File: src/analog_pkg.sv
////////////////////////////////////////////////////////////
// Analog datapath definitions
// Sample and gain widths, limits and converter coding
////////////////////////////////////////////////////////////

package analog_pkg;

  ////////////////////////////////////////////////////////////
  // Widths
  ////////////////////////////////////////////////////////////

  localparam int ADC_PIN_W = 16;  // ADC pin word, two reserved LSBs
  localparam int SMP_W     = 14;  // Converter resolution
  localparam int SUM_W     = 15;  // Generator plus feedback, one guard bit
  localparam int GAIN_W    = 16;  // Signed gain word

  // Gain fraction bits, 4096 is unity
  localparam int GAIN_SHIFT = 12;

  // Full sample-times-gain product
  localparam int PROD_W = SMP_W + GAIN_W;

  // Two's complement sample as used inside the FPGA
  typedef logic signed [SMP_W-1:0] sample_t;

  ////////////////////////////////////////////////////////////
  // Saturation limits
  ////////////////////////////////////////////////////////////

  localparam sample_t SMP_MAX = {1'b0, {(SMP_W-1){1'b1}}};  // +8191
  localparam sample_t SMP_MIN = {1'b1, {(SMP_W-1){1'b0}}};  // -8192

  // Converter code <-> two's complement
  // Both converters use a negative slope, so the mapping is
  // its own inverse: keep the MSB, flip the rest
  function automatic logic [SMP_W-1:0] neg_slope(input logic [SMP_W-1:0] d);
    return {d[SMP_W-1], ~d[SMP_W-2:0]};
  endfunction

endpackage : analog_pkg

File: src/regmap_pkg.sv
////////////////////////////////////////////////////////////
// Housekeeping register map
// Bus widths, register addresses, ID and reset values
////////////////////////////////////////////////////////////

package regmap_pkg;

  localparam int ADDR_W = 8;   // Byte address, word aligned
  localparam int DATA_W = 32;  // Bus data word
  localparam int LED_W  = 8;   // LED register width

  localparam int CFG_LOOP_BIT = 0;  // CFG bit for digital loopback

  // Register offsets
  typedef enum logic [ADDR_W-1:0] {
    REG_ID     = 8'h00,  // Read only
    REG_CFG    = 8'h04,  // Bit 0 digital_loop
    REG_LED    = 8'h08,
    REG_SET_A  = 8'h0C,  // 14-bit signed set-point
    REG_SET_B  = 8'h10,
    REG_GAIN_A = 8'h14,  // 16-bit signed gain
    REG_GAIN_B = 8'h18,
    REG_ADC_A  = 8'h1C,  // Read only sample
    REG_ADC_B  = 8'h20
  } reg_addr_e;

  // Identification word
  localparam logic [DATA_W-1:0] ID_VALUE = 32'h5250_0100;

  ////////////////////////////////////////////////////////////
  // Reset values
  ////////////////////////////////////////////////////////////

  localparam logic [DATA_W-1:0] CFG_RST  = '0;
  localparam logic [DATA_W-1:0] LED_RST  = '0;
  localparam logic [DATA_W-1:0] SET_RST  = '0;
  localparam logic [DATA_W-1:0] GAIN_RST = '0;

endpackage : regmap_pkg

File: src/adc_frontend.sv
////////////////////////////////////////////////////////////
// ADC front end
// Pin capture, code conversion and digital loopback mux
////////////////////////////////////////////////////////////

module adc_frontend
  import analog_pkg::*;
(
  input  logic                 adc_clk,
  input  logic                 rst_i,
  // ADC pins
  input  logic [ADC_PIN_W-1:0] adc_dat_a_i,
  input  logic [ADC_PIN_W-1:0] adc_dat_b_i,
  // Loopback from DAC side
  input  logic                 digital_loop_i,
  input  sample_t              loop_a_i,     // Saturated DAC value, channel A
  input  sample_t              loop_b_i,     // Saturated DAC value, channel B
  // Samples to the datapath
  output sample_t              smp_a_o,
  output sample_t              smp_b_o
);

  logic [SMP_W-1:0] raw_a;  // Registered pin code A
  logic [SMP_W-1:0] raw_b;  // Registered pin code B
  sample_t          cnv_a;
  sample_t          cnv_b;

  ////////////////////////////////////////////////////////////
  // Input registers
  ////////////////////////////////////////////////////////////

  // Lowest two bits are reserved for a 16-bit ADC
  always_ff @(posedge adc_clk)
  begin
    if (rst_i)
    begin
      raw_a <= neg_slope('0);  // Mid-scale code, reads as 0
      raw_b <= neg_slope('0);
    end
    else
    begin
      raw_a <= adc_dat_a_i[ADC_PIN_W-1:ADC_PIN_W-SMP_W];
      raw_b <= adc_dat_b_i[ADC_PIN_W-1:ADC_PIN_W-SMP_W];
    end
  end

  // Unsigned negative slope into two's complement
  assign cnv_a = neg_slope(raw_a);
  assign cnv_b = neg_slope(raw_b);

  // Loopback replaces both channels at once
  assign smp_a_o = digital_loop_i ? loop_a_i : cnv_a;
  assign smp_b_o = digital_loop_i ? loop_b_i : cnv_b;

endmodule : adc_frontend

File: src/analog_top.sv
////////////////////////////////////////////////////////////
// Analog path top level
// ADC in, P feedback plus set-point, DAC out, bus registers
////////////////////////////////////////////////////////////

module analog_top
  import analog_pkg::*;
  import regmap_pkg::*;
(
  input  logic                 adc_clk,
  input  logic                 rst_i,
  // ADC
  input  logic [ADC_PIN_W-1:0] adc_dat_a_i,
  input  logic [ADC_PIN_W-1:0] adc_dat_b_i,
  // DAC, parallel words per channel
  output logic [SMP_W-1:0]     dac_dat_a_o,
  output logic [SMP_W-1:0]     dac_dat_b_o,
  output logic [LED_W-1:0]     led_o,
  // System bus
  input  logic [ADDR_W-1:0]    addr_i,
  input  logic [DATA_W-1:0]    wdata_i,
  input  logic                 wen_i,
  input  logic                 ren_i,
  output logic [DATA_W-1:0]    rdata_o,
  output logic                 ack_o,
  output logic                 err_o
);

  sample_t                  smp_a, smp_b;    // Front end samples
  sample_t                  fb_a, fb_b;      // P terms
  sample_t                  set_a, set_b;    // Set-points
  sample_t                  loop_a, loop_b;  // Saturated DAC values
  logic signed [GAIN_W-1:0] gain_a, gain_b;
  logic                     digital_loop;

  ////////////////////////////////////////////////////////////
  // Datapath
  ////////////////////////////////////////////////////////////

  adc_frontend i_adc (
    .adc_clk        (adc_clk     ),
    .rst_i          (rst_i       ),
    .adc_dat_a_i    (adc_dat_a_i ),
    .adc_dat_b_i    (adc_dat_b_i ),
    .digital_loop_i (digital_loop),
    .loop_a_i       (loop_a      ),
    .loop_b_i       (loop_b      ),
    .smp_a_o        (smp_a       ),
    .smp_b_o        (smp_b       )
  );

  p_controller i_pctl_a (.adc_clk (adc_clk), .rst_i (rst_i), .smp_i (smp_a), .gain_i (gain_a),
                         .fb_o (fb_a));
  p_controller i_pctl_b (.adc_clk (adc_clk), .rst_i (rst_i), .smp_i (smp_b), .gain_i (gain_b),
                         .fb_o (fb_b));

  dac_backend i_dac (
    .adc_clk     (adc_clk    ),
    .rst_i       (rst_i      ),
    .set_a_i     (set_a      ),
    .set_b_i     (set_b      ),
    .fb_a_i      (fb_a       ),
    .fb_b_i      (fb_b       ),
    .loop_a_o    (loop_a     ),  // Back to front end
    .loop_b_o    (loop_b     ),
    .dac_dat_a_o (dac_dat_a_o),
    .dac_dat_b_o (dac_dat_b_o)
  );

  ////////////////////////////////////////////////////////////
  // Housekeeping
  ////////////////////////////////////////////////////////////

  housekeeping_regs i_hk (
    .adc_clk        (adc_clk     ),
    .rst_i          (rst_i       ),
    .addr_i         (addr_i      ),
    .wdata_i        (wdata_i     ),
    .wen_i          (wen_i       ),
    .ren_i          (ren_i       ),
    .rdata_o        (rdata_o     ),
    .ack_o          (ack_o       ),
    .err_o          (err_o       ),
    .smp_a_i        (smp_a       ),
    .smp_b_i        (smp_b       ),
    .digital_loop_o (digital_loop),
    .led_o          (led_o       ),
    .set_a_o        (set_a       ),
    .set_b_o        (set_b       ),
    .gain_a_o       (gain_a      ),
    .gain_b_o       (gain_b      )
  );

endmodule : analog_top

File: src/dac_backend.sv
////////////////////////////////////////////////////////////
// DAC back end
// Generator plus feedback, saturation and DAC coding
////////////////////////////////////////////////////////////

module dac_backend
  import analog_pkg::*;
(
  input  logic             adc_clk,
  input  logic             rst_i,
  // Generator set-points
  input  sample_t          set_a_i,
  input  sample_t          set_b_i,
  // Feedback terms
  input  sample_t          fb_a_i,
  input  sample_t          fb_b_i,
  // Saturated values, ahead of the output register
  output sample_t          loop_a_o,
  output sample_t          loop_b_o,
  // DAC codes
  output logic [SMP_W-1:0] dac_dat_a_o,
  output logic [SMP_W-1:0] dac_dat_b_o
);

  logic signed [SUM_W-1:0] sum_a;
  logic signed [SUM_W-1:0] sum_b;

  // Clip a 15-bit sum back into 14 bits
  // Overflow shows as differing top two bits
  function automatic sample_t sat_sum(input logic signed [SUM_W-1:0] s);
    if (s[SUM_W-1] ^ s[SUM_W-2])
      return s[SUM_W-1] ? SMP_MIN : SMP_MAX;
    return s[SMP_W-1:0];
  endfunction

  ////////////////////////////////////////////////////////////
  // Summation and saturation
  ////////////////////////////////////////////////////////////

  assign sum_a = set_a_i + fb_a_i;  // Sign extended to SUM_W
  assign sum_b = set_b_i + fb_b_i;

  assign loop_a_o = sat_sum(sum_a);
  assign loop_b_o = sat_sum(sum_b);

  ////////////////////////////////////////////////////////////
  // Output registers
  ////////////////////////////////////////////////////////////

  // Two's complement back to negative-slope code
  always_ff @(posedge adc_clk)
  begin
    if (rst_i)
    begin
      dac_dat_a_o <= neg_slope('0);  // Code for 0, mid-scale
      dac_dat_b_o <= neg_slope('0);
    end
    else
    begin
      dac_dat_a_o <= neg_slope(loop_a_o);
      dac_dat_b_o <= neg_slope(loop_b_o);
    end
  end

  // Catches undriven set-points or feedback upstream
  a_dac_known : assert property (
    @(posedge adc_clk) disable iff (rst_i)
    !$isunknown({dac_dat_a_o, dac_dat_b_o})
  );

endmodule : dac_backend

File: src/housekeeping_regs.sv
////////////////////////////////////////////////////////////
// Housekeeping registers
// System bus access to config, set-points, gains and LEDs
////////////////////////////////////////////////////////////

module housekeeping_regs
  import analog_pkg::*;
  import regmap_pkg::*;
(
  input  logic                     adc_clk,
  input  logic                     rst_i,
  // System bus
  input  logic [ADDR_W-1:0]        addr_i,
  input  logic [DATA_W-1:0]        wdata_i,
  input  logic                     wen_i,
  input  logic                     ren_i,
  output logic [DATA_W-1:0]        rdata_o,
  output logic                     ack_o,
  output logic                     err_o,
  // Sample readback
  input  sample_t                  smp_a_i,
  input  sample_t                  smp_b_i,
  // Configuration outputs
  output logic                     digital_loop_o,
  output logic [LED_W-1:0]         led_o,
  output sample_t                  set_a_o,
  output sample_t                  set_b_o,
  output logic signed [GAIN_W-1:0] gain_a_o,
  output logic signed [GAIN_W-1:0] gain_b_o
);

  logic [DATA_W-1:0] rd_val;  // Read mux
  logic              hit;     // Address is mapped
  logic              ro;      // Read-only register

  ////////////////////////////////////////////////////////////
  // Address decode
  ////////////////////////////////////////////////////////////

  always_comb
  begin
    hit    = 1'b1;
    ro     = 1'b0;
    rd_val = '0;
    case (reg_addr_e'(addr_i))
      REG_ID:
      begin
        rd_val = ID_VALUE;
        ro     = 1'b1;
      end
      REG_CFG:    rd_val[CFG_LOOP_BIT] = digital_loop_o;
      REG_LED:    rd_val[LED_W-1:0] = led_o;
      REG_SET_A:  rd_val = {{(DATA_W-SMP_W){set_a_o[SMP_W-1]}}, set_a_o};
      REG_SET_B:  rd_val = {{(DATA_W-SMP_W){set_b_o[SMP_W-1]}}, set_b_o};
      REG_GAIN_A: rd_val = {{(DATA_W-GAIN_W){gain_a_o[GAIN_W-1]}}, gain_a_o};
      REG_GAIN_B: rd_val = {{(DATA_W-GAIN_W){gain_b_o[GAIN_W-1]}}, gain_b_o};
      REG_ADC_A:
      begin
        rd_val = {{(DATA_W-SMP_W){smp_a_i[SMP_W-1]}}, smp_a_i};
        ro     = 1'b1;
      end
      REG_ADC_B:
      begin
        rd_val = {{(DATA_W-SMP_W){smp_b_i[SMP_W-1]}}, smp_b_i};
        ro     = 1'b1;
      end
      default:    hit = 1'b0;  // Unmapped
    endcase
  end

  ////////////////////////////////////////////////////////////
  // Registers
  ////////////////////////////////////////////////////////////

  // Writes land on the ack cycle
  always_ff @(posedge adc_clk)
  begin
    if (rst_i)
    begin
      digital_loop_o <= CFG_RST[CFG_LOOP_BIT];
      led_o          <= LED_RST[LED_W-1:0];
      set_a_o        <= SET_RST[SMP_W-1:0];
      set_b_o        <= SET_RST[SMP_W-1:0];
      gain_a_o       <= GAIN_RST[GAIN_W-1:0];
      gain_b_o       <= GAIN_RST[GAIN_W-1:0];
    end
    else if (wen_i)
    begin
      case (reg_addr_e'(addr_i))
        REG_CFG:    digital_loop_o <= wdata_i[CFG_LOOP_BIT];
        REG_LED:    led_o          <= wdata_i[LED_W-1:0];
        REG_SET_A:  set_a_o        <= wdata_i[SMP_W-1:0];
        REG_SET_B:  set_b_o        <= wdata_i[SMP_W-1:0];
        REG_GAIN_A: gain_a_o       <= wdata_i[GAIN_W-1:0];
        REG_GAIN_B: gain_b_o       <= wdata_i[GAIN_W-1:0];
        default:    ;  // Read-only or unmapped, no effect
      endcase
    end
  end

  // Ack, error and read data, one cycle after the request
  always_ff @(posedge adc_clk)
  begin
    if (rst_i)
    begin
      ack_o   <= 1'b0;
      err_o   <= 1'b0;
      rdata_o <= '0;
    end
    else
    begin
      ack_o   <= wen_i | ren_i;
      err_o   <= (ren_i & ~hit) | (wen_i & (~hit | ro));
      rdata_o <= ren_i ? rd_val : '0;  // Zero outside ack
    end
  end

  // Bus master never issues both strobes
  a_one_strobe : assert property (
    @(posedge adc_clk) disable iff (rst_i)
    !(wen_i && ren_i)
  );

endmodule : housekeeping_regs

File: src/p_controller.sv
////////////////////////////////////////////////////////////
// Proportional controller
// Gain-scaled, saturated feedback term for one channel
////////////////////////////////////////////////////////////

module p_controller
  import analog_pkg::*;
(
  input  logic                     adc_clk,
  input  logic                     rst_i,
  input  sample_t                  smp_i,   // Input sample
  input  logic signed [GAIN_W-1:0] gain_i,  // Q4.12 gain
  output sample_t                  fb_o     // Registered feedback term
);

  logic signed [PROD_W-1:0] prod;      // Full precision product
  logic signed [PROD_W-1:0] prod_shr;  // Scaled, floored
  sample_t                  sat;

  ////////////////////////////////////////////////////////////
  // Multiply and scale
  ////////////////////////////////////////////////////////////

  assign prod = smp_i * gain_i;  // Both signed, no overflow at 30 bits

  // Arithmetic shift rounds toward minus infinity
  assign prod_shr = prod >>> GAIN_SHIFT;

  // Clip to the 14-bit range
  always_comb
  begin
    if (prod_shr > SMP_MAX)
      sat = SMP_MAX;
    else if (prod_shr < SMP_MIN)
      sat = SMP_MIN;
    else
      sat = prod_shr[SMP_W-1:0];  // Fits, drop sign copies
  end

  ////////////////////////////////////////////////////////////
  // Output register
  ////////////////////////////////////////////////////////////

  // Also breaks the loopback path back into the front end
  always_ff @(posedge adc_clk)
  begin
    if (rst_i)
      fb_o <= '0;
    else
      fb_o <= sat;
  end

  // Scaling and clipping keep the sign of the product
  a_fb_sign : assert property (
    @(posedge adc_clk) disable iff (rst_i)
    1'b1 |=> (fb_o[SMP_W-1] == $past(prod[PROD_W-1]))
  );

endmodule : p_controller

File: config.mk
export PLATFORM = sky130hd
export DESIGN_NAME = analog_top
export DESIGN_NICKNAME = d
export VERILOG_FILES = /design/src/analog_pkg.sv /design/src/regmap_pkg.sv /design/src/adc_frontend.sv /design/src/analog_top.sv /design/src/dac_backend.sv /design/src/housekeeping_regs.sv /design/src/p_controller.sv
export SDC_FILE = /design/constraint.sdc
export NUM_CORES = 2
export LEC_CHECK = 0
export ABC_AREA = 1
export BUFFER_PORTS_ARGS = -buffer_cell sky130_fd_sc_hd__buf_2
export CAP_MARGIN = 20
export CELL_PAD_IN_SITES_DETAIL_PLACEMENT = 0
export CELL_PAD_IN_SITES_GLOBAL_PLACEMENT = 1
export CORE_MARGIN = 5
export CORE_UTILIZATION = 48
export DETAILED_ROUTE_END_ITERATION = 10
export GPL_TIMING_DRIVEN = 1
export PLACE_DENSITY_LB_ADDON = 0.3
export SLEW_MARGIN = 40
export SYNTH_ARGS = -nofsm -noshare
export SYNTH_HDL_FRONTEND = slang
export SYNTH_SLANG_ARGS = --single-unit
File: constraint.sdc
create_clock -name adc_clk -period 10.95 [get_ports adc_clk]
set_input_delay 0.5475 -clock adc_clk [delete_from_list [all_inputs] [get_ports adc_clk]]
set_output_delay 0.5475 -clock adc_clk [all_outputs]
set_load 0.01 [all_outputs]
==> metrics.csv <==
stage,metric,value,unit
finish,number_of_fill_cells,5084,
placed_design,post-dp-hpwl,68210,um
power,power.static_leakage,13.66,nW
global_routing,grt_pass1_wl,125600,um
setup_path,crit-reg2reg-launch,i_hk.set_b_o[2],
timing,total_negative_setup_slacks,0,ns
placed_design,finalWeightedCongestion,0.9927,
timing,slew_at_the_pin_closest_to_its_max_slew_limit,0.8128,ns
detailed_routing,drt_wl_cell,20.67,um
timing,report.final.slew_viol_count,0,
global_routing,grtUsageTotal,29.01,%
finish,layout.nets,3892,
floorplanning,dieArea,0.05635,sq mm
detailed_routing,routed_metal_1_wire_length,32200,um
min_path,holdCritStartpoint,adc_dat_a_i[9],
timing,worst_clock_skew,0.02056,ns
detailed_routing,topRoutingLayerUsed,met4,
global_routing,grt_overflow,0,
timing,max_freq,99.55,MHz
detailed_routing,drtAntennaViolNets,0,
setup_path,critical-path-max-stage-delay,0.57,ns
clocking,h_tree_levels,4,
finish,areaGrowthSynthToFinish,7.845,%
detailed_routing,dr_wl_met3,3622,um
floorplanning,core-area,0.05130,sq mm
global_routing,antenna_found_initial,0,
floorplanning,initial_utilization,48.37,%
clocking,cts.hold.buffers_added,0,
yosys,synth_cell_types,55,
yosys,synth_ff_type,sky130_fd_sc_hd__dfxtp_1,
setup_path,crit_start,i_hk.set_b_o[2],
finish,drive_above_1_share,10.21,%
timing,setup_viol_count_final,0,
yosys,area_of_the_mapped_netlist,0.02482,sq mm
detailed_routing,post-route-drc-count,0,
detailed_routing,drt_pre_antenna_iters,6,
timing,layout_worst_path_cycle_share,91.74,%
power,post-layout-total-power,1.636,mW
clocking,clock_tree_from_tritoncts,built,
yosys,synthTopCellsByArea,"sky130_fd_sc_hd__fa_1 (35%), sky130_fd_sc_hd__dfxtp_1 (14%), sky130_fd_sc_hd__inv_1 (11%)",
floorplanning,die_w,237.4,um
floorplanning,rows,83,
floorplanning,die_h,237.4,um
finish,antenna_cells,0,
clocking,clock_tree.buffer_depth,2,
clocking,root_buffer,sky130_fd_sc_hd__clkbuf_16,
finish,mostFrequentLayoutCells,"sky130_fd_sc_hd__inv_1 (718), sky130_fd_sc_hd__nand2_1 (456), sky130_fd_sc_hd__fa_1 (439)",
finish,combined_area_of_the_multi_input_logic_cells,0.01809,sq mm
detailed_routing,totalWireLength,80690,um
clocking,cts-buffers-inserted,17,
setup_path,cp_num_buf_inv,8,
setup_path,worst_ep_arrival_time,10.44,ns
timing,final_period_minus_worst_setup_slack,10.05,ns
yosys,synthesis.nets,3812,
run,drv_cap,0,
clocking,cts.sink_count,172,
detailed_routing,initialDrtViolationCount,1245,
detailed_routing,routed_via_count,20530,
yosys,ys.warnings.count,0,
setup_path,startpoint_type,flop,
power,powerDensity,61.12,mW/mm^2
setup_path,critPathKind,reg -> reg,
global_routing,first_global_vias,21640,
yosys,synth_edf_count,0,
finish,regArea,0.003445,sq mm
yosys,ys_seq_area_share,13.88,%
setup_path,critPathSlowestCell,sky130_fd_sc_hd__fa_1,
detailed_routing,met2_length,39770,um
min_path,hp-class,in -> reg,
placed_design,placement.io_buffers,125,
run_status,status,completed,
floorplanning,ios,146,
setup_path,cp_top_family,adder cells,
power,ir_worst_vdd,0.1011,mV
global_routing,maximum_number_of_pins_on_one_net_before_global_route_repair,62,
timing,final.hold.worst_slack,0.2578,ns
setup_path,cp.required,11.35,ns
setup_path,critPathMaxFanout,15,
setup_path,timing.critical_path.mode_cell,sky130_fd_sc_hd__nand2_1,
yosys,synth.ff_latch_count,172,
yosys,netlist.area_leader.share,35.49,%
detailed_routing,vias_per_cell,5.260,
yosys,async_set_reset_flop_share_out_of_synthesis,0,%
timing,maxSlewHeadroom,45.24,%
finish,mostFrequentLayoutCell,sky130_fd_sc_hd__inv_1,
yosys,post_synth.cell_area_avg,7.929,sq um
clocking,clk_pin_slew,0.08,ns
finish,final_core_utilization,52.17,%
yosys,yosysTopAreaCell,sky130_fd_sc_hd__fa_1,
setup_path,critical_path_endpoint_category,flop,
yosys,syn-instance-count,3130,
timing,hold_viol,0,
clocking,clk_latency,0.47,ns
timing,grt_setup_unrepaired,false,
[sequential cells by signal (all words and copies together), names as in the netlist]
register / cells
i_hk.rdata_o: 17
i_hk.set_b_o: 14
i_adc.raw_b: 14
i_dac.dac_dat_b_o: 14
i_hk.ack_o: 1
i_hk.err_o: 1
i_dac.dac_dat_a_o: 14
i_pctl_a.fb_o: 14
i_hk.set_a_o: 14
i_hk.gain_a_o: 16
i_pctl_b.fb_o: 14
i_hk.digital_loop_o: 1
i_hk.gain_b_o: 16
i_hk.led_o: 8
i_adc.raw_a: 14
[worst reg2reg max path, delay by kind of cell, from the launching register on]
family                   cells  cell delay, ns
AO/OA/AOI/OAI               11            2.02
flip-flops                   1            0.34
adder cells (fa/ha/maj)      9            4.10
XOR/XNOR                     1            0.19
buffers and inverters        8            1.15
AND/OR/NAND/NOR             19            2.21
[kinds of logic after synthesis]
logic type | synth area share [%]
DFF | 13.88
buffers and inverters | 13.32
xor gates and xnor gates | 2.153
adders and majority gates | 43.86
and+or+nand+nor | 17.16
AOI/OAI and AO/OA | 9.630
[where the power goes]
| group | switching [mW] | internal (mW) | leakage (nW) | total (mW) |
|---|---|---|---|---|
| sequential | 0.0115 | 0.654 | 1.41 | 0.665 |
| clock | 0.306 | 0.307 | 0.292 | 0.612 |
| combinational | 0.244 | 0.114 | 12.0 | 0.358 |
[final timing paths]
| kind | end | slack (ns) | cells past startpoint |
|---|---|---|---|
| max | i_pctl_b.fb_o[2] | 0.90 | 48 |
| min | i_adc.raw_a[7] | 0.26 | 2 |
| max reg2reg | i_pctl_b.fb_o[2] | 0.90 | 48 |
| min reg2reg | i_hk.led_o[4] | 0.50 | 2 |
[area by class of cell]
| class | count | area share (%) |
|---|---|---|
| Clock buffer | 17 | 1.590 |
| Tap cell | 680 | 3.179 |
| Multi-Input combinational cell | 2105 | 67.59 |
| Sequential cell | 172 | 12.87 |
| Timing Repair Buffer | 172 | 3.717 |
| Inverter | 742 | 10.41 |
| Clock inverter | 15 | 0.6452 |
[cells in the mapped netlist, drive strengths merged, types with 5 or more instances]
| master | n |
|---|---|
| o21bai | 7 |
| a221oi | 9 |
| o21a | 7 |
| dfxtp | 172 |
| o22ai | 21 |
| nand3b | 5 |
| xor2 | 31 |
| o21ai | 146 |
| fa | 440 |
| clkbuf | 68 |
| or2 | 34 |
| buf | 43 |
| nand3 | 50 |
| xnor2 | 30 |
| nor2 | 413 |
| a31oi | 5 |
| a21oi | 181 |
| inv | 721 |
| clkinv | 21 |
| nand2 | 495 |
| o221ai | 10 |
| nor3 | 21 |
| ha | 166 |
[per-stage QoR]
step / cells / area (sq um) / setup WS (ns)
2_1_floorplan: 3130 / 24820 / 2.152
5_1_grt: 3903 / 26760 / 0.01409
4_1_cts: 3903 / 26760 / 0.8779
3_3_place_gp: 3871 / 26150 / 0.9395
6_report: 3903 / 26760 / 0.9048
3_5_place_dp: 3871 / 26160 / 0.9294
[layer usage]
metal / up-vias / GRT usage [%]
met4: 0 / 16.21
met3: 176 / 3.341
met5: - / 0
met1: 10220 / 36.22
met2: 621 / 49.23
li1: 9512 / -
[timing repair]
item                       CTS  global route
gates resized for setup      0             1
setup endpoints to repair    0             3
buffers inserted             0             0
(Power assumes the default switching activity.)
